## config.mk

```make
export PLATFORM = sky130hd
export DESIGN_NAME = mipsCore
export DESIGN_NICKNAME = d
export VERILOG_FILES = /design/src/mipsIsaPkg.sv /design/src/mipsAluPkg.sv /design/src/aluUnit.sv /design/src/regFile.sv /design/src/pcUnit.sv /design/src/instrDecoder.sv /design/src/mipsCore.sv
export SDC_FILE = /design/constraint.sdc
export NUM_CORES = 2
export LEC_CHECK = 0
export ABC_AREA = 0
export BUFFER_PORTS_ARGS = -buffer_cell sky130_fd_sc_hd__buf_2
export CORE_UTILIZATION = 60
export DETAILED_ROUTE_END_ITERATION = 10
export PLACE_DENSITY = 0.77
export SETUP_SLACK_MARGIN = 0.15
export SKIP_CTS_REPAIR_TIMING = 1
export SYNTH_ARGS = -nofsm -noshare
export SYNTH_HDL_FRONTEND = slang
export SYNTH_SLANG_ARGS = --single-unit
```

## constraint.sdc

```tcl
create_clock -name Clk -period 7.9 [get_ports Clk]
set_input_delay 0 -clock Clk [delete_from_list [all_inputs] [get_ports Clk]]
set_output_delay 0 -clock Clk [all_outputs]
set_load 0.05 [all_outputs]
```

## src/mipsIsaPkg.sv

```systemverilog
`default_nettype none

package mipsIsaPkg;

    // ==================================================
    // field widths
    // ==================================================
    localparam int wordBits    = 32;
    localparam int regIdxBits  = 5;
    localparam int opcodeBits  = 6;
    localparam int functBits   = 6;
    localparam int shamtBits   = 5;
    localparam int immBits     = 16;
    localparam int targetBits  = 26;

    // ==================================================
    // opcodes and R-type functs
    // ==================================================
    localparam logic [opcodeBits-1:0] opRtype = 6'h00;
    localparam logic [opcodeBits-1:0] opJ     = 6'h02;
    localparam logic [opcodeBits-1:0] opBeq   = 6'h04;
    localparam logic [opcodeBits-1:0] opLw    = 6'h23;
    localparam logic [opcodeBits-1:0] opSw    = 6'h2b;

    localparam logic [functBits-1:0] fnAdd = 6'h20;
    localparam logic [functBits-1:0] fnSub = 6'h22;
    localparam logic [functBits-1:0] fnAnd = 6'h24;
    localparam logic [functBits-1:0] fnOr  = 6'h25;
    localparam logic [functBits-1:0] fnSlt = 6'h2a; // unsigned compare here

    // three views of one instruction word
    typedef struct packed {
        logic [opcodeBits-1:0] opcode;
        logic [regIdxBits-1:0] rs;
        logic [regIdxBits-1:0] rt;
        logic [regIdxBits-1:0] rd;
        logic [shamtBits-1:0]  shamt;  // unused by the kept set
        logic [functBits-1:0]  funct;
    } rFmtWord;

    typedef struct packed {
        logic [opcodeBits-1:0] opcode;
        logic [regIdxBits-1:0] rs;
        logic [regIdxBits-1:0] rt;
        logic [immBits-1:0]    imm;    // offset, sign extended by users
    } iFmtWord;

    typedef struct packed {
        logic [opcodeBits-1:0] opcode;
        logic [targetBits-1:0] target; // word target
    } jFmtWord;

    typedef union packed {
        rFmtWord rFmt;
        iFmtWord iFmt;
        jFmtWord jFmt;
    } instrWord;

endpackage

`default_nettype wire

```

## src/mipsAluPkg.sv

```systemverilog
`default_nettype none

package mipsAluPkg;

    localparam int aluCtrlBits  = 4;
    localparam int aluClassBits = 2;

    // ==================================================
    // ALU operation codes
    // ==================================================
    localparam logic [aluCtrlBits-1:0] aluAnd = 4'b0000;
    localparam logic [aluCtrlBits-1:0] aluOr  = 4'b0001;
    localparam logic [aluCtrlBits-1:0] aluAdd = 4'b0010;
    localparam logic [aluCtrlBits-1:0] aluSub = 4'b0110;
    localparam logic [aluCtrlBits-1:0] aluSlt = 4'b0111;

    // operation class handed from main decode to ALU decode
    localparam logic [aluClassBits-1:0] aluClassMem    = 2'b00; // address add
    localparam logic [aluClassBits-1:0] aluClassBranch = 2'b01; // compare by sub
    localparam logic [aluClassBits-1:0] aluClassFunct  = 2'b10; // look at funct

endpackage

`default_nettype wire

```

## src/aluUnit.sv

```systemverilog
`timescale 1ns/1ns
`default_nettype none

module aluUnit
    import mipsIsaPkg::*;
    import mipsAluPkg::*;
(
    input  logic [aluCtrlBits-1:0] aluCtrl,
    input  logic [wordBits-1:0]    opA,
    input  logic [wordBits-1:0]    opB,
    output logic [wordBits-1:0]    result,
    output logic                   zero
);

    always_comb begin
        case (aluCtrl)
            aluAdd: result = opA + opB;
            aluSub: result = opA - opB; // wraps around
            aluAnd: result = opA & opB;
            aluOr:  result = opA | opB;
            aluSlt: begin
                result = '0;
                result[0] = (opA < opB); // unsigned
            end
            default: result = '0;
        endcase
    end

    // beq looks at this after a sub
    assign zero = (result == '0);

endmodule

`default_nettype wire

```

## src/regFile.sv

```systemverilog
`timescale 1ns/1ns
`default_nettype none

module regFile
    import mipsIsaPkg::*;
(
    input  logic                  Clk,
    input  logic                  reset,      // active low
    input  logic                  writeEn,
    input  logic [regIdxBits-1:0] writeIdx,
    input  logic [regIdxBits-1:0] readIdxA,
    input  logic [regIdxBits-1:0] readIdxB,
    input  logic [wordBits-1:0]   writeData,
    output logic [wordBits-1:0]   readDataA,
    output logic [wordBits-1:0]   readDataB
);

    localparam int numRegs = 2 ** regIdxBits;

    // register 0 is not stored
    logic [wordBits-1:0] regs [1:numRegs-1];

    // ==================================================
    // write port
    // ==================================================
    always_ff @(posedge Clk or negedge reset) begin
        if (!reset) begin
            for (int i = 1; i < numRegs; i++) begin
                regs[i] <= '0;
            end
        end else if (writeEn && (writeIdx != '0)) begin
            regs[writeIdx] <= writeData; // writes to r0 vanish
        end
    end

    // ==================================================
    // read ports, combinational
    // ==================================================
    always_comb begin
        readDataA = '0;
        readDataB = '0;
        if (readIdxA != '0) begin
            readDataA = regs[readIdxA];
        end
        if (readIdxB != '0) begin
            readDataB = regs[readIdxB];
        end
    end

endmodule

`default_nettype wire

```

## src/pcUnit.sv

```systemverilog
`timescale 1ns/1ns
`default_nettype none

module pcUnit
    import mipsIsaPkg::*;
#(
    parameter logic [wordBits-1:0] resetPc = '0
) (
    input  logic                Clk,
    input  logic                reset,     // active low
    input  var instrWord        instr,
    input  logic                branch,
    input  logic                jump,
    input  logic                aluZero,
    output logic [wordBits-1:0] pc
);

    logic [wordBits-1:0] pcPlus4;
    logic [wordBits-1:0] branchTarget;
    logic [wordBits-1:0] jumpTarget;
    logic [wordBits-1:0] nextPc;

    assign pcPlus4 = pc + wordBits'(4);

    // word offset, sign extended then shifted left two
    assign branchTarget = pcPlus4
        + {{(wordBits-immBits-2){instr.iFmt.imm[immBits-1]}}, instr.iFmt.imm, 2'b00};

    // top four of pc+4 with the target
    assign jumpTarget = {pcPlus4[wordBits-1 -: 4], instr.jFmt.target, 2'b00};

    always_comb begin
        if (jump) begin
            nextPc = jumpTarget;
        end else if (branch && aluZero) begin
            nextPc = branchTarget; // taken beq
        end else begin
            nextPc = pcPlus4;
        end
    end

    always_ff @(posedge Clk or negedge reset) begin
        if (!reset) begin
            pc <= resetPc;
        end else begin
            pc <= nextPc;
        end
    end

endmodule

`default_nettype wire

```

## src/instrDecoder.sv

```systemverilog
`timescale 1ns/1ns
`default_nettype none

module instrDecoder
    import mipsIsaPkg::*;
    import mipsAluPkg::*;
(
    input  var instrWord               instr,
    output logic                       regWrite,
    output logic                       regDstRd,   // rd when high, rt otherwise
    output logic                       aluSrcImm,  // immediate as operand b
    output logic                       memToReg,
    output logic                       memWrite,
    output logic                       branch,
    output logic                       jump,
    output logic [aluCtrlBits-1:0]     aluCtrl
);

    logic                    mainRegWrite; // before the funct check
    logic [aluClassBits-1:0] aluClass;
    logic                    fnKnown;

    // ==================================================
    // main decode on the opcode
    // ==================================================
    always_comb begin
        mainRegWrite = 1'b0;
        regDstRd     = 1'b0;
        aluSrcImm    = 1'b0;
        memToReg     = 1'b0;
        memWrite     = 1'b0;
        branch       = 1'b0;
        jump         = 1'b0;
        aluClass     = aluClassMem;
        case (instr.rFmt.opcode)
            opRtype: begin
                mainRegWrite = 1'b1;
                regDstRd     = 1'b1;
                aluClass     = aluClassFunct;
            end
            opLw: begin
                mainRegWrite = 1'b1;
                aluSrcImm    = 1'b1;
                memToReg     = 1'b1; // write back from memory
            end
            opSw: begin
                aluSrcImm    = 1'b1;
                memWrite     = 1'b1;
            end
            opBeq: begin
                branch       = 1'b1;
                aluClass     = aluClassBranch; // zero flag on equal
            end
            opJ: begin
                jump         = 1'b1;
            end
            default: ; // unknown opcode, all enables stay low
        endcase
    end

    // ==================================================
    // ALU control decode
    // ==================================================
    always_comb begin
        fnKnown = 1'b1;
        aluCtrl = aluAdd;
        case (aluClass)
            aluClassMem:    aluCtrl = aluAdd;
            aluClassBranch: aluCtrl = aluSub;
            aluClassFunct: begin
                case (instr.rFmt.funct)
                    fnAdd:   aluCtrl = aluAdd;
                    fnSub:   aluCtrl = aluSub;
                    fnAnd:   aluCtrl = aluAnd;
                    fnOr:    aluCtrl = aluOr;
                    fnSlt:   aluCtrl = aluSlt;
                    default: fnKnown = 1'b0; // unknown funct
                endcase
            end
            default: aluCtrl = aluAdd;
        endcase
    end

    // unknown funct turns the R-type into a no-op
    assign regWrite = mainRegWrite & fnKnown;

endmodule

`default_nettype wire

```

## src/mipsCore.sv

```systemverilog
`timescale 1ns/1ns
`default_nettype none

module mipsCore
    import mipsIsaPkg::*;
    import mipsAluPkg::*;
#(
    parameter logic [wordBits-1:0] resetPc      = '0,
    parameter int                  dataAddrBits = 7
) (
    input  logic                    Clk,
    input  logic                    reset,       // active low
    // instruction memory
    input  var instrWord            instr,
    output logic [wordBits-1:0]     instrAddr,
    // data memory
    input  logic [wordBits-1:0]     dataRdata,
    output logic [dataAddrBits-1:0] dataAddr,    // word address
    output logic [wordBits-1:0]     dataWdata,
    output logic                    dataWe,
    // write-back observation
    output logic [wordBits-1:0]     rfWriteData
);

    // control
    logic                   regWrite;
    logic                   regDstRd;
    logic                   aluSrcImm;
    logic                   memToReg;
    logic                   memWrite;
    logic                   branch;
    logic                   jump;
    logic [aluCtrlBits-1:0] aluCtrl;

    // datapath
    logic [wordBits-1:0]    readDataA;
    logic [wordBits-1:0]    readDataB;
    logic [wordBits-1:0]    signExtImm;
    logic [wordBits-1:0]    aluOpB;
    logic [wordBits-1:0]    aluResult;
    logic                   aluZero;
    logic [regIdxBits-1:0]  writeIdx;

    // ==================================================
    // fetch and decode
    // ==================================================
    pcUnit #(
        .resetPc (resetPc)
    ) pcUnit_i (
        .Clk     (Clk),
        .reset   (reset),
        .instr   (instr),
        .branch  (branch),
        .jump    (jump),
        .aluZero (aluZero),
        .pc      (instrAddr)
    );

    instrDecoder instrDecoder_i (
        .instr     (instr),
        .regWrite  (regWrite),
        .regDstRd  (regDstRd),
        .aluSrcImm (aluSrcImm),
        .memToReg  (memToReg),
        .memWrite  (memWrite),
        .branch    (branch),
        .jump      (jump),
        .aluCtrl   (aluCtrl)
    );

    // ==================================================
    // register read, execute, write back
    // ==================================================
    assign writeIdx = regDstRd ? instr.rFmt.rd : instr.rFmt.rt; // rd for R-type

    regFile regFile_i (
        .Clk       (Clk),
        .reset     (reset),
        .writeEn   (regWrite),
        .writeIdx  (writeIdx),
        .readIdxA  (instr.rFmt.rs),
        .readIdxB  (instr.rFmt.rt),
        .writeData (rfWriteData),
        .readDataA (readDataA),
        .readDataB (readDataB)
    );

    assign signExtImm = {{(wordBits-immBits){instr.iFmt.imm[immBits-1]}}, instr.iFmt.imm};
    assign aluOpB     = aluSrcImm ? signExtImm : readDataB;

    aluUnit aluUnit_i (
        .aluCtrl (aluCtrl),
        .opA     (readDataA),
        .opB     (aluOpB),
        .result  (aluResult),
        .zero    (aluZero)
    );

    // memory port, byte address bits dropped
    assign dataAddr    = aluResult[dataAddrBits+1:2];
    assign dataWdata   = readDataB;
    assign dataWe      = memWrite; // sw only
    assign rfWriteData = memToReg ? dataRdata : aluResult;

endmodule

`default_nettype wire

```

==> results.sh <==
export IMPL_hold_violations=3
export IMPL_crit_arrival_ns=6.95
export IMPL_routed_wl_um=200000
export IMPL_p_leak_uw=0.0294
export IMPL_slowest_delay_ns=0.55
export IMPL_clk_pin_slew_worst_paths_ns=0.06
export IMPL_status="finished with violations"
export IMPL_rr_endpoint="pcUnit_i.pc[2]"
export IMPL_hold_ws_ns=-0.00643
export IMPL_clock_skew_ns=0.0296
export IMPL_crit_path_max_fanout=32
export IMPL_grt_first_pass_wirelength_um=301000
export IMPL_grt_overflow_total=0
export IMPL_htreeDepth=3
export IMPL_rsz0062_at_grt="false"
export IMPL_place_congestion=1.01
export IMPL_crit_chain="mux4_2 > mux4_2 > mux2i_1 > o21ai_0 > ha_1 > inv_2 > or3_1 > or3_1 > a2111o_1 > a31o_2 > a211oi_1 > o2111ai_1 > nand3_1 > nand3_1 > a21boi_1 > o21a_1 > buf_4 > inv_1 > buf_2"
export IMPL_fin_util=0.672
export IMPL_dp_hpwl_um=120000
export IMPL_violations="hold timing"
export IMPL_power_frac_clock=0.426
export IMPL_mostFrequentLayoutCell="nand2_1"
export IMPL_finalSetupTns_ns=0
export IMPL_syn_cell_area_sq_um=60000
export IMPL_fin_crit_sh=0.880
export IMPL_antenna_found_initial=8
export IMPL_drtIter0Drc=6340
export IMPL_row_count=115
export IMPL_final_max_slew_viol_count=0
export IMPL_clockRootBuffer="clkbuf_16"
export IMPL_synth_main_ff_cell="dfrtp_1"
export IMPL_ys_top_cells_by_area="dfrtp_1 43%, mux4_2 22%, o21ai_0 8.6%, nand2_1 6.8%, clkbuf_1 2.7%"
export IMPL_final_cell_mix="1054 x nand2_1, 1022 x dfrtp_1, 1020 x o21ai_0, 576 x mux4_2, 198 x a21oi_1"
export IMPL_cts_tree="yes"
export IMPL_design_area_sq_um=66300
export IMPL_synth_top_area_frac=0.427
export IMPL_switching_power_uw=3540
export IMPL_max_cap_violations=0
export IMPL_finalSetupViolCount=0
export IMPL_cts_sinks=1022
export IMPL_grt_usage=0.398
export IMPL_ys_seq_area_frac=0.427
export IMPL_p_sw_frac=0.278
export IMPL_dieHeight_um=318
export IMPL_grt_max_degree=180
export IMPL_stdcell_count=6932
export IMPL_reg2regPathDepth=20
export IMPL_worstSetupEndpointType="primary output"
export IMPL_placed_cell_area_sq_um=62100
export IMPL_reg2reg_slack_ns=1.10
export IMPL_fp_dieW_um=318
export IMPL_coreArea_sq_um=98700
export IMPL_grt_pass1_vias=47952
export IMPL_crit_family="compound AO/OA/AOI/OAI gates"
export IMPL_yosys_warnings=0
export IMPL_crit_buf_inv=4
export IMPL_crit_type="reg2out"
export IMPL_drc_errors=0
export IMPL_worstPathRequired_ns=7.90
export IMPL_period_minus_slack_ns=6.95
export IMPL_peakVddDrop_mv=0.185
export IMPL_via_count=48726
export IMPL_ios=170
export IMPL_ys_seq_elements=1022
export IMPL_async_reset_ff_frac=1.00
export IMPL_max_freq_ghz=0.144
export IMPL_hp_class="in2reg"
export IMPL_internal_power_uw=9220
export IMPL_insertion_delay_ns=0.72
export IMPL_hold_path_cell_count=4
export IMPL_slowest_stage="ha_1"
export IMPL_nNetsFinal=5753
export IMPL_synthCells=5615
export IMPL_worstReg2RegStart="regFile_i.regs[258]"
export IMPL_area_growth_pct=10.6
export IMPL_clockBufferDepth=3
export IMPL_hold_end="regFile_i.regs[980]"
export IMPL_first_pass_iters=9
export IMPL_layout_drive_gt1_share=0.226
export IMPL_wl_per_cell_um=28.9
export IMPL_sequentialPowerShare=0.424
export IMPL_combPwrFrac=0.151
export IMPL_fillers=7077
export IMPL_avgSynthCellArea_sq_um=10.7
export IMPL_synth_edff_count=0
export IMPL_numCtsBuffers=105
export IMPL_synth_top_area_cell="dfrtp_1"
export IMPL_ys_types=86
export IMPL_die_area_sq_um=101000
export IMPL_startpoint_type="flop"
export IMPL_dp_slack_ns=0.829
export IMPL_tightest_slew_ns=1.23
export IMPL_power_per_cell_area_nw_per_um2=192
export IMPL_initial_core_util=0.607
export IMPL_postRouteAntennaNets=0
export IMPL_dpl_cell_count=6695
export IMPL_io_buffer_count=167
export IMPL_vias_per_cell=7.03
export IMPL_holdCritStartpoint="dataRdata[20]"
export IMPL_relSlewSlack=0.180
export IMPL_fin_ws_ns=0.947
power groups by stage:
stage,logic (uW),clock network [uW],registers (uW)
finish,1920,5430,5410
global route,2050,5650,5420
CTS,1880,5430,5400
detailed placement,1860,0,5500
global placement,1850,0,5490
floorplan,1120,0,5690
how the worst max path moves through the flow:
stage / startpoint / end / slack (ns) / cells past startpoint
after floorplan: instr[16] / pcUnit_i.pc[12] / 1.30 / 25
after global placement: instr[16] / pcUnit_i.pc[8] / 0.82 / 22
after detailed placement: instr[16] / pcUnit_i.pc[4] / 0.83 / 22
after CTS: regFile_i.regs[15] / rfWriteData[31] / 1.03 / 19
after global routing: regFile_i.regs[111] / rfWriteData[31] / 0.68 / 19
final: regFile_i.regs[111] / rfWriteData[31] / 0.95 / 19
Yosys cell counts, types with 6 or more instances:
library cell  instances
nand4_1              12
o21a_1               23
a31oi_1              14
inv_1               161
nor2_1              127
o221ai_1             11
a221o_1               8
o211a_1               6
o22ai_1               7
buf_1                69
or4_1                 6
mux4_2              576
o211ai_1             21
nand3_1              31
nand2b_1             18
o21ai_0            1031
a22o_1               35
dfrtp_1            1022
xor2_1               18
and2_1                9
a21oi_1             201
o311ai_0              7
a221oi_1              7
or3_1                13
clkbuf_1            431
nand2_1            1085
or2_2                 6
o221a_2               8
a21o_1               29
nor4_1                8
xnor2_1              39
and3_1               11
ha_1                128
mux2_2              111
nor2b_1              36
nor3_1               38
o21bai_1             13
mux2i_1             101
a211oi_1             14
o31ai_1              13
buf_2                 7
per-stage QoR:
stage          hold slack [ns]  power (uW)
6_report              -0.00643       12800
5_1_grt                0.00220       13100
4_1_cts                 -0.555       12700
3_5_place_dp             0.183        7360
3_3_place_gp             0.178        7340
2_1_floorplan           -0.296        6810
worst reg2reg max path, delay by kind of cell, from the launching register on:
family          cells  cell delay (ns)
buf+inv             2             0.42
simple gates        6             1.78
fa+ha+maj           1             0.31
compound gates      7             2.19
mux                 4             1.55
flops               1             0.41
registers in the layout, summed over array words and instances, names as in the netlist:
signal / cells
regFile_i.regs: 992
pcUnit_i.pc: 30
layer usage:
layer | vias up | routed length, um | GRT usage
li1 | 20288 | - | -
met5 | - | 35 | 0
met2 | 3314 | 88900 | 0.585
met3 | 760 | 25700 | 0.115
met4 | 6 | 12300 | 0.226
met1 | 24358 | 73100 | 0.536
kinds of logic after synthesis:
kind of cell,after synthesis,share of synthesized area
other,1,0.0000625
AOI/OAI and AO/OA,1513,0.142
buffers and inverters,676,0.0431
adders and majority gates,131,0.0277
and+or+nand+nor,1427,0.0985
xor gates and xnor gates,57,0.00833
DFF,1022,0.427
muxes,788,0.254
layout make-up:
cell class,count,area (sq um),area share
flip-flops and latches,1022,25600,0.386
inverters,162,608,0.00917
clock inverters,44,648,0.00977
repair buffers,347,2520,0.0380
diodes,5,12.5,0.000189
multi-input cells,3918,32200,0.486
well taps,1287,1610,0.0243
clock buffers,147,3130,0.0472
(Power assumes the default switching activity.)
